## config.mk

```make
export PLATFORM = sky130hd
export DESIGN_NAME = pulse_gen_top
export DESIGN_NICKNAME = d
export VERILOG_FILES = /design/src/source/pulse_gen_pkg.sv /design/src/source/pulse_cfg_if.sv /design/src/source/pulse_gen_top.sv /design/src/source/pulse_seq.sv /design/src/source/pulse_regs.sv
export SDC_FILE = /design/constraint.sdc
export NUM_CORES = 1
export LEC_CHECK = 0
export BUFFER_PORTS_ARGS = -buffer_cell sky130_fd_sc_hd__buf_4
export CAP_MARGIN = 20
export CORE_MARGIN = 4
export CORE_UTILIZATION = 55
export CTS_CLUSTER_DIAMETER = 200
export DETAILED_ROUTE_END_ITERATION = 12
export PLACE_DENSITY = 0.73
export SLEW_MARGIN = 0
export SYNTH_ARGS = -nofsm -noshare
export SYNTH_HDL_FRONTEND = slang
export SYNTH_SLANG_ARGS = --single-unit
```

## constraint.sdc

```tcl
create_clock -name PULSE_CLK -period 4.8 [get_ports PULSE_CLK]
set_input_delay 0.48 -clock PULSE_CLK [delete_from_list [all_inputs] [get_ports PULSE_CLK]]
set_output_delay 0.48 -clock PULSE_CLK [all_outputs]
set_load 0.02 [all_outputs]
```

## src/source/pulse_gen_pkg.sv

```systemverilog
package pulse_gen_pkg;

    // ----------------------------------------
    // Widths
    // ----------------------------------------
    typedef logic [2:0]  wb_addr_t;
    typedef logic [31:0] wb_data_t;
    typedef logic [31:0] cycle_cnt_t;

    // Four fine slices per PULSE_CLK cycle, slice 0 goes out first
    typedef logic [3:0]  pulse_word_t;

    // ----------------------------------------
    // Sequencer states
    // ----------------------------------------
    typedef enum logic [1:0] {
        IDLE,
        DELAY,
        PULSE,
        GAP
    } seq_state_t;

    // ----------------------------------------
    // Register map (word addresses)
    // ----------------------------------------
    localparam wb_data_t VERSION = 32'd1;

    localparam wb_addr_t ADDR_CTRL   = 3'd0;  // read version, write soft reset
    localparam wb_addr_t ADDR_STATUS = 3'd1;  // read done, write start
    localparam wb_addr_t ADDR_EN     = 3'd2;
    localparam wb_addr_t ADDR_DELAY  = 3'd3;
    localparam wb_addr_t ADDR_WIDTH  = 3'd4;
    localparam wb_addr_t ADDR_REPEAT = 3'd5;
    localparam wb_addr_t ADDR_PHASE  = 3'd6;
    localparam wb_addr_t ADDR_COUNT  = 3'd7;  // read only

    localparam cycle_cnt_t RESET_REPEAT = 32'd1;

    // Body of a pulse after the phase word
    localparam pulse_word_t PULSE_ONES = 4'hF;

endpackage
```

## src/source/pulse_cfg_if.sv

```systemverilog
`timescale 1ns/10ps

interface pulse_cfg_if;
    import pulse_gen_pkg::*;

    // Register block to sequencer
    logic        en;
    cycle_cnt_t  delay;
    cycle_cnt_t  width;
    cycle_cnt_t  repeat_n;
    pulse_word_t phase;
    logic        start;
    logic        soft_rst;

    // Sequencer back to register block
    logic        done;
    cycle_cnt_t  cnt;
    logic        ext_run;

    modport regs (
        output en, delay, width, repeat_n, phase, start, soft_rst,
        input  done, cnt, ext_run
    );

    modport seq (
        input  en, delay, width, repeat_n, phase, start, soft_rst,
        output done, cnt, ext_run
    );

endinterface

```

## src/source/pulse_gen_top.sv

```systemverilog
`timescale 1ns/10ps

module pulse_gen_top (
    input  logic                       PULSE_CLK,
    input  logic                       RST,
    input  logic                       wb_cyc,
    input  logic                       wb_stb,
    input  logic                       wb_we,
    input  pulse_gen_pkg::wb_addr_t    wb_adr,
    input  pulse_gen_pkg::wb_data_t    wb_dat_w,
    output pulse_gen_pkg::wb_data_t    wb_dat_r,
    output logic                       wb_ack,
    input  logic                       EXT_START,
    output pulse_gen_pkg::pulse_word_t pulse_word,
    output logic                       pulse_ref
);

    pulse_cfg_if cfg_if ();

    // Wishbone register slave
    pulse_regs regs_i (
        .PULSE_CLK (PULSE_CLK),
        .RST       (RST),
        .wb_cyc    (wb_cyc),
        .wb_stb    (wb_stb),
        .wb_we     (wb_we),
        .wb_adr    (wb_adr),
        .wb_dat_w  (wb_dat_w),
        .wb_dat_r  (wb_dat_r),
        .wb_ack    (wb_ack),
        .cfg       (cfg_if.regs)
    );

    // Counters and pulse word shaping
    pulse_seq seq_i (
        .PULSE_CLK  (PULSE_CLK),
        .RST        (RST),
        .EXT_START  (EXT_START),
        .cfg        (cfg_if.seq),
        .pulse_word (pulse_word),
        .pulse_ref  (pulse_ref)
    );

endmodule

```

## src/source/pulse_seq.sv

```systemverilog
`timescale 1ns/10ps

module pulse_seq (
    input  logic                       PULSE_CLK,
    input  logic                       RST,
    input  logic                       EXT_START,
    pulse_cfg_if.seq                   cfg,
    output pulse_gen_pkg::pulse_word_t pulse_word,
    output logic                       pulse_ref
);
    import pulse_gen_pkg::*;

    logic       ext_sync0;
    logic       ext_sync1;
    logic       ext_prev;
    logic       ext_edge;
    logic       clear;
    logic       run_go;
    logic       rerun;
    cycle_cnt_t cycle_cnt;
    cycle_cnt_t rep_cnt;
    cycle_cnt_t last_cnt;
    seq_state_t state;

    // ----------------------------------------
    // External trigger
    // ----------------------------------------
    always_ff @(posedge PULSE_CLK) begin
        if (RST) begin
            ext_sync0 <= 1'b0;
            ext_sync1 <= 1'b0;
            ext_prev  <= 1'b0;
        end else begin
            ext_sync0 <= EXT_START;
            ext_sync1 <= ext_sync0;
            ext_prev  <= ext_sync1;
        end
    end

    assign ext_edge    = ext_sync1 & ~ext_prev;
    assign cfg.ext_run = ext_edge & cfg.en;

    assign clear  = RST | cfg.soft_rst;
    assign run_go = cfg.start | cfg.ext_run;

    // Last count of a period, delay plus width
    assign last_cnt = cfg.delay + cfg.width;

    // Another burst follows; repeat 0 never stops
    assign rerun = (rep_cnt != '0) || (cfg.repeat_n == '0);

    assign cfg.done = (cycle_cnt == '0);
    assign cfg.cnt  = cycle_cnt;

    // ----------------------------------------
    // Sequencer FSM
    // ----------------------------------------
    always_ff @(posedge PULSE_CLK) begin
        if (clear) begin
            state      <= IDLE;
            cycle_cnt  <= '0;
            rep_cnt    <= '0;
            pulse_word <= '0;
            pulse_ref  <= 1'b0;
        end else if (run_go) begin
            // Also restarts a run already in progress
            state      <= DELAY;
            cycle_cnt  <= 32'd1;
            rep_cnt    <= cfg.repeat_n;
            pulse_word <= '0;
            pulse_ref  <= 1'b0;
        end else begin
            case (state)
                IDLE: begin
                    pulse_word <= '0;
                    pulse_ref  <= 1'b0;
                end
                DELAY, GAP: begin
                    cycle_cnt <= cycle_cnt + 32'd1;
                    if (cycle_cnt == 32'd1 && rep_cnt != '0) begin
                        rep_cnt <= rep_cnt - 32'd1;
                    end
                    if (cycle_cnt == cfg.delay) begin
                        // First word carries the fine phase
                        state      <= PULSE;
                        pulse_word <= cfg.phase;
                        pulse_ref  <= 1'b1;
                    end
                end
                PULSE: begin
                    if (cycle_cnt == last_cnt) begin
                        pulse_word <= '0;
                        pulse_ref  <= 1'b0;
                        if (rerun) begin
                            state     <= GAP;
                            cycle_cnt <= 32'd1;
                        end else begin
                            state     <= IDLE;
                            cycle_cnt <= '0;
                        end
                    end else begin
                        cycle_cnt  <= cycle_cnt + 32'd1;
                        pulse_word <= PULSE_ONES;
                    end
                end
                default: begin
                    state <= IDLE;
                end
            endcase
        end
    end

    // ----------------------------------------
    // Checks
    // ----------------------------------------
    cnt_in_period: assert property (
        @(posedge PULSE_CLK) disable iff (RST)
        cycle_cnt <= last_cnt
    );

    ref_low_idle: assert property (
        @(posedge PULSE_CLK) disable iff (RST)
        (state == IDLE) |-> !pulse_ref
    );

endmodule

```

## src/source/pulse_regs.sv

```systemverilog
`timescale 1ns/10ps

module pulse_regs (
    input  logic                    PULSE_CLK,
    input  logic                    RST,
    input  logic                    wb_cyc,
    input  logic                    wb_stb,
    input  logic                    wb_we,
    input  pulse_gen_pkg::wb_addr_t wb_adr,
    input  pulse_gen_pkg::wb_data_t wb_dat_w,
    output pulse_gen_pkg::wb_data_t wb_dat_r,
    output logic                    wb_ack,
    pulse_cfg_if.regs               cfg
);
    import pulse_gen_pkg::*;

    logic wb_req;
    logic wr_en;
    logic status_done;

    // New request only while no ack is pending
    assign wb_req = wb_cyc & wb_stb & ~wb_ack;
    assign wr_en  = wb_req & wb_we;

    // ----------------------------------------
    // Bus handshake
    // ----------------------------------------
    always_ff @(posedge PULSE_CLK) begin
        if (RST) begin
            wb_ack <= 1'b0;
        end else begin
            wb_ack <= wb_req;
        end
    end

    // Read data lands at the ack edge
    always_ff @(posedge PULSE_CLK) begin
        if (wb_req) begin
            case (wb_adr)
                ADDR_CTRL:   wb_dat_r <= VERSION;
                ADDR_STATUS: wb_dat_r <= {31'd0, status_done};
                ADDR_EN:     wb_dat_r <= {31'd0, cfg.en};
                ADDR_DELAY:  wb_dat_r <= cfg.delay;
                ADDR_WIDTH:  wb_dat_r <= cfg.width;
                ADDR_REPEAT: wb_dat_r <= cfg.repeat_n;
                ADDR_PHASE:  wb_dat_r <= {28'd0, cfg.phase};
                ADDR_COUNT:  wb_dat_r <= cfg.cnt;
                default:     wb_dat_r <= '0;
            endcase
        end
    end

    // ----------------------------------------
    // Strobes
    // ----------------------------------------
    always_ff @(posedge PULSE_CLK) begin
        if (RST) begin
            cfg.start    <= 1'b0;
            cfg.soft_rst <= 1'b0;
        end else begin
            cfg.start    <= wr_en && (wb_adr == ADDR_STATUS);
            cfg.soft_rst <= wr_en && (wb_adr == ADDR_CTRL);
        end
    end

    // ----------------------------------------
    // Configuration registers
    // ----------------------------------------
    always_ff @(posedge PULSE_CLK) begin
        if (RST || cfg.soft_rst) begin
            cfg.en       <= 1'b0;
            cfg.delay    <= '0;
            cfg.width    <= '0;
            cfg.repeat_n <= RESET_REPEAT;
            cfg.phase    <= '0;
        end else if (wr_en) begin
            case (wb_adr)
                ADDR_EN:     cfg.en       <= wb_dat_w[0];
                ADDR_DELAY:  cfg.delay    <= wb_dat_w;
                ADDR_WIDTH:  cfg.width    <= wb_dat_w;
                ADDR_REPEAT: cfg.repeat_n <= wb_dat_w;
                ADDR_PHASE:  cfg.phase    <= wb_dat_w[3:0];
                default: begin
                end
            endcase
        end
    end

    // Done status, cleared by either kind of run start
    always_ff @(posedge PULSE_CLK) begin
        if (RST || cfg.soft_rst) begin
            status_done <= 1'b1;
        end else if (cfg.start || cfg.ext_run) begin
            status_done <= 1'b0;
        end else if (cfg.done) begin
            status_done <= 1'b1;
        end
    end

    // ----------------------------------------
    // Checks
    // ----------------------------------------
    ack_single_cycle: assert property (
        @(posedge PULSE_CLK) disable iff (RST)
        wb_ack |=> !wb_ack
    );

    // Ack must answer a request seen on the previous edge
    ack_after_req: assert property (
        @(posedge PULSE_CLK) disable iff (RST)
        wb_ack |-> $past(wb_cyc && wb_stb)
    );

endmodule

```

* Word-level counts from Yosys, hierarchy flattened
Index checks and enable logic that the tools add are counted.
Word-level totals: bits in registers 211, input port bits 41, output and inout port bits 38, logic and storage cells 97
Operators by class: add/subtract/negate cells 3, eq/ne operators 17, muxes and demuxes 21, bitwise gates (word level) 9, reductions and logical operators 27
Operators with widths (count):
- $pmux W32 S8 | 1
- $mux W32 | 4
- $eq A32 B32 Y1 | 2
- $logic_not A32 Y1 | 2
- $pmux W32 S2 | 1
- $add A32 B1 Y32 const B | 1
- $add A32 B32 Y32 | 1
- $eq A32 B1 Y1 const B | 1
- $reduce_bool A32 Y1 | 1
- $sub A32 B1 Y32 const B | 1
- $reduce_and A2 Y1 | 7
- $eq A3 B3 Y1 const B | 4
- $pmux W4 S3 | 1
- $mux W4 | 2
- $reduce_bool A2 Y1 | 4
- $mux W1 | 7
- $eq A3 B2 Y1 const B | 2
- $mux W2 | 3
- $ne A3 B1 Y1 const B | 2
- $reduce_and A3 Y1 | 2
- $and A1 B1 Y1 | 5
- $eq A2 B2 Y1 const B | 2
- $ne A2 B1 Y1 const B | 2
- $pmux W2 S2 | 1
- 11 further kinds | 18

* Depth between registers and ports, before layout
depth after elaboration 6, mapped depth 16, mapped depth without buffers 13

* Modules after synthesis
From an unflattened synthesis, not the netlist that was laid out.
Second synthesis, totals: cell total of the unflattened synthesis 1444, area, all modules 12504.5 um^2
By module, submodules not included:
- pulse_seq | times used 1, cells each 860, area an instance 6605.1 um^2, sequential area each 1481.4 um^2
- pulse_regs | times used 1, cells each 584, area an instance 5899.4 um^2, sequential area each 3062.9 um^2

* Least setup slack after synthesis
Ideal clock, no wire load.
path kind register -> register, start point reg regs_i.cfg.delay[0], end point reg seq_i.cycle_cnt[5] (netlist: seq_i.cfg.cnt[5]), library setup time 0.115 ns, data arrival time 3.315 ns, required time 4.685 ns, setup slack 1.370 ns, stages on the path, launching flop included 17, path buffers 3, period minus slack after synthesis 3.430 ns, path through dfxtp_1 ha_1 inv_1 fa_1 nor2b_1 o31a_1 o21a_1 o31ai_1 mux2_2 a2111o_1 nor4_1 and4_1 buf_4 or2b_1 buf_6 buf_6 nor2_1
Between the ends: cells in the longest elaborated chain, start to end 4
Ends and longest elaborated chain:
- from (decl) | RTL line pulse_cfg_if.sv:21 | output en, delay, width, repeat_n, phase, start, soft_rst,
- from (signal assigned) | RTL line pulse_regs.sv:79 | ADDR_DELAY: cfg.delay <= wb_dat_w;
- $add A32 B32 Y32 | RTL line pulse_seq.sv:47 | assign last_cnt = cfg.delay + cfg.width;
- $eq A32 B32 Y1 | RTL line pulse_seq.sv:91 | if (cycle_cnt == last_cnt) begin
- $mux W32 | RTL line pulse_seq.sv:91
- $pmux W32 S2 | RTL line pulse_seq.sv:73 | case (state)
- to (signal assigned) | RTL line pulse_seq.sv:79 | cycle_cnt <= cycle_cnt + 32'd1;
- to (signal assigned) | RTL line pulse_seq.sv:102 | cycle_cnt <= cycle_cnt + 32'd1;
- to (signal assigned) | RTL line pulse_seq.sv:118 | cycle_cnt <= last_cnt
- to (decl) | RTL line pulse_seq.sv:20 | cycle_cnt_t cycle_cnt;
No other way between the ends. A chain may end at the register's enable or synchronous reset.

* Final worst setup path
start point reg regs_i.cfg.delay[0], end point reg seq_i.pulse_ref
Between the ends: cells in the longest elaborated chain, start to end 4, elaborated cells on any way between the ends 6, those cells by class add/sub: 1; eq/ne: 4; reduce/logical: 1
Ends and longest elaborated chain:
- $add A32 B32 Y32 | RTL line pulse_seq.sv:47
- $eq A32 B32 Y1 | RTL line pulse_seq.sv:91
- $ne A2 B1 Y1 (no line)
- $reduce_and A2 Y1 (no line) *
- to (signal assigned) | RTL line pulse_seq.sv:64 | pulse_ref <= 1'b0;
- to (signal assigned) | RTL line pulse_seq.sv:87 | pulse_ref <= 1'b1;
- to (signal assigned) | RTL line pulse_seq.sv:93 | pulse_ref <= 1'b0;
- to (decl) | RTL line pulse_seq.sv:9 | output logic pulse_ref
Mark *: on every way between the ends. The rest lies on a longest branch, timed or not.

==> flow_summary.rst <==
.. list-table::
   :header-rows: 1

   * - Metric
     - Value
   * - Vias in the first global route
     - 11,300
   * - Core region area
     - 0.0220 mm2
   * - GRT Overall Usage
     - 33.3%
   * - Highest fanout seen on the critical path
     - 5
   * - Die extent in y
     - 158 um
   * - Number of enable-type register cells in the synthesized netlist
     - 32
   * - Cell chain of the critical path
     - ha_1, inv_1, fa_1, nor2b_1, o31a_1, o21ai_1, o31ai_1, a211oi_1, a311o_1, nor4_1, nand3b_1, o311ai_2, a221oi_1
   * - Slowest cell on the critical path
     - sky130_fd_sc_hd__o31ai_1
   * - Max-slew violation count
     - 0
   * - Ys Warns
     - 0
   * - Final critical delay including setup and external delays
     - 4.40 ns
   * - Layout Area Growth over Synthesis
     - 12.3%
   * - Die Footprint
     - 0.0250 mm2
   * - Total wire length after detailed routing
     - 42.2 mm
   * - DRT antenna net count
     - 0
   * - Synthesized area divided by synthesized cell count
     - 7.97 um2
   * - Post-place setup slack
     - 0.595 ns
   * - # rows
     - 54
   * - Sum of buffers and inverters on the critical path
     - 1
   * - Max-cap violations
     - 0
   * - Share of cells above drive strength 1
     - 11.0%
   * - Result of the run
     - finished, final reports clean
   * - Type of the worst min-delay path
     - in -> reg
   * - Tot Pwr
     - 4.09 mW
   * - Portion of synthesized cell area occupied by the leading cell type
     - 28.9%
   * - Worst hold path startpoint
     - RST
   * - Hold endpoint
     - seq_i.ext_sync1
   * - Sequential fraction of the synthesis area
     - 36.7%
   * - Final standard cell area without fillers
     - 0.0139 mm2
   * - Filler Cell Count
     - 1,909
   * - Nets
     - 1,645
   * - Quantity of gates resized following cts
     - 0
   * - Largest net degree at the start of global routing
     - 91
   * - Sinks on the clock net
     - 211
   * - Total Neg Setup Slack
     - 0 ns
   * - Worst path top cell family by delay
     - compound AO/OA/AOI/OAI gates
   * - Top cell type by total area after synthesis
     - sky130_fd_sc_hd__dfxtp_1
   * - Reg2Reg Launch Point
     - regs_i.cfg.delay[0]
   * - Via/cell ratio
     - 6.40
   * - Detailed Routing Iterations Pass 1
     - 5
   * - Maximum clock insertion buffer count
     - 3
   * - Fin crit share
     - 91.7%
   * - Kind of capture point of the worst setup path
     - flip-flop
   * - Number of endpoints with negative hold slack in the final report
     - 0
   * - Achievable Freq
     - 227 MHz
   * - Count of mapped cells out of synthesis
     - 1,554
   * - Number of buffers added to fix hold violations after cts
     - 0
   * - Source-to-sink clock delay at the later pin of the worst-skew pair
     - 0.52 ns
   * - #FFs+latches synth
     - 211
   * - Total inserted antenna cells
     - 0
   * - Number of distinct library cells after synthesis
     - 81
   * - Total number of vias
     - 11,900
   * - Setup CP Type
     - reg -> reg
   * - Residual overflow from global routing
     - 0
   * - Final Worst Setup Slack
     - 0.398 ns
   * - Setup crit start kind
     - flip-flop
   * - Global-route wire length before repair
     - 64.8 mm
   * - Setup repair after global routing missed its margin
     - false
   * - R2R setup slack
     - 0.40 ns
   * - Post-synth ARST share
     - 0%
   * - Data required, critical path
     - 5.17 ns
   * - Final setup violating endpoints
     - 0
   * - Mapped Area
     - 0.0124 mm2
   * - TritonCTS clock tree
     - yes
   * - Most used flip-flop cell after synthesis
     - sky130_fd_sc_hd__dfxtp_1
   * - Top-level port count
     - 79
   * - Destination of the worst register-to-register timing path
     - seq_i.pulse_ref
   * - Final weighted congestion of routability-driven global placement
     - 0.992
   * - Post-Synthesis Net Count
     - 1,631
   * - Detailed router's first-iteration violation count
     - 1,310
   * - Count of input and output buffers
     - 78
   * - Power density relative to cell area
     - 294 mW/mm2
   * - Post-CTS setup-driven buffer insertion count
     - 0
   * - Normalized max-slew margin
     - 32.8%
   * - Peak supply drop
     - 0.334 mV
   * - WL/cell
     - 22.6 um
   * - Top area cells in the synthesized netlist
     - sky130_fd_sc_hd__dfxtp_1 29%, sky130_fd_sc_hd__nand2_1 9.1%, sky130_fd_sc_hd__edfxtp_1 7.8%
   * - Transition time at the pin with the least slew margin
     - 0.999 ns
   * - Worst setup skew after layout
     - 0.0144 ns
   * - Delay of the slowest cell on the worst path
     - 0.80 ns
   * - Chip Width
     - 158 um
   * - Final-layout worst hold slack
     - 0.176 ns
   * - LEAKAGE
     - 5.32 nW
   * - Post-route DRC violation count
     - 0
   * - Data arrival time of the critical path
     - 4.77 ns
   * - Clock root buffer master
     - sky130_fd_sc_hd__clkbuf_16
   * - Worst Hold Depth
     - 2
   * - Level count of the clock H-tree
     - 1
   * - Initial antenna violation count
     - 0
   * - Post-Place Cell Area
     - 0.0130 mm2
   * - DP HPWL
     - 32.0 mm
   * - Total clock buffers created by CTS
     - 25
   * - Clock input transition at the sequential cells of the worst setup and hold paths
     - 0.06 ns
   * - Initial core utilization
     - 56.4%
   * - Worst r2r path cells
     - 13
flip-flops by register name, indices dropped and copies added, names as in the netlist, 2 cells and up:
signal,count
seq_i.cfg.cnt,32
regs_i.cfg.delay,32
regs_i.cfg.phase,4
seq_i.rep_cnt,32
seq_i.state,2
seq_i.pulse_word,4
regs_i.cfg.repeat_n,32
regs_i.wb_dat_r,32
regs_i.cfg.width,32
cell usage after synthesis, drive strengths merged, types with 7 or more instances:
cell type,n
o21ai,50
a21oi,155
a211oi,26
nor2b,13
dfxtp,179
edfxtp,32
nand2,300
a22oi,59
inv,24
or4,16
buf,36
o31ai,7
and2,9
o211ai,12
clkbuf,81
a22o,8
nor3,33
and3,14
a21o,8
nor2,110
o21a,9
nor4,31
xor2,36
ha,35
or2,9
xnor2,93
nand3,25
mux2i,11
and4,7
nand4,34
or3,8
a221oi,7
worst max path at each step:
stage	start	to	slack (ns)	depth (start not counted)
CTS	regs_i.cfg.delay[0]	seq_i.pulse_ref	0.56	13
global placement	regs_i.cfg.delay[0]	seq_i.pulse_ref	0.68	13
global route	regs_i.cfg.delay[0]	seq_i.pulse_word[1]	0.25	13
detailed placement	regs_i.cfg.delay[0]	seq_i.pulse_ref	0.60	13
finish	regs_i.cfg.delay[0]	seq_i.pulse_ref	0.40	13
floorplan	regs_i.cfg.delay[0]	seq_i.cfg.cnt[5]	1.37	16
power breakdown:
part	switching [mW]	leakage, nW	internal (mW)
sequential	0.0154	1.75	1.81
combinational	0.162	3.13	0.0843
clock	0.748	0.444	1.27
total	0.926	5.32	3.17
cell type report:
type	instances	area (um2)	area share, %
inverters	24	90.1	0.648
flip-flops and latches	211	4540	32.7
clock buffers	37	772	5.55
multi-input cells	1202	7250	52.1
well taps	280	350	2.52
clock inverters	8	119	0.855
repair buffers	104	781	5.62
cell usage in the layout (no fill, tap or decap), types with 30 or more instances in the layout:
master / Yosys / layout
sky130_fd_sc_hd__nor2_1: 109 / 107
sky130_fd_sc_hd__xor2_1: 36 / 36
sky130_fd_sc_hd__xnor2_1: 93 / 93
sky130_fd_sc_hd__nor4_1: 30 / 30
sky130_fd_sc_hd__buf_4: 5 / 104
sky130_fd_sc_hd__edfxtp_1: 32 / 32
sky130_fd_sc_hd__a21oi_1: 152 / 152
sky130_fd_sc_hd__nand4_1: 33 / 33
sky130_fd_sc_hd__nand2_1: 299 / 299
sky130_fd_sc_hd__o21ai_0: 42 / 42
sky130_fd_sc_hd__ha_1: 35 / 35
sky130_fd_sc_hd__dfxtp_1: 179 / 179
sky130_fd_sc_hd__nor3_1: 33 / 33
sky130_fd_sc_hd__a22oi_1: 59 / 59
layer usage:
| metal | wire length (um) | global-route usage (%) | part of all wire [%] |
|---|---|---|---|
| met4 | 1690 | 12.1 | 4.0 |
| met5 | 0 | 0 | 0 |
| met2 | 18300 | 50.6 | 43 |
| met1 | 17800 | 46.4 | 42 |
| met3 | 4390 | 7.85 | 10 |
per-stage QoR:
step                      instances  utilization, %
after CTS                      1866            63.3
final                          1866            63.3
after global placement         1821            59.3
after global routing           1866            63.3
after floorplan                1554               -
after detailed placement       1821            59.3
cell families after synthesis:
| family | share of synthesized area [%] |
|---|---|
| AO/OA/AOI/OAI | 20.2 |
| adder cells (fa/ha/maj) | 3.70 |
| flip-flops | 36.7 |
| multiplexers | 1.07 |
| AND/OR/NAND/NOR | 24.0 |
| XOR/XNOR | 9.32 |
| buffers and inverters | 5.00 |
Note: power is estimated with default switching activity, not from simulation.
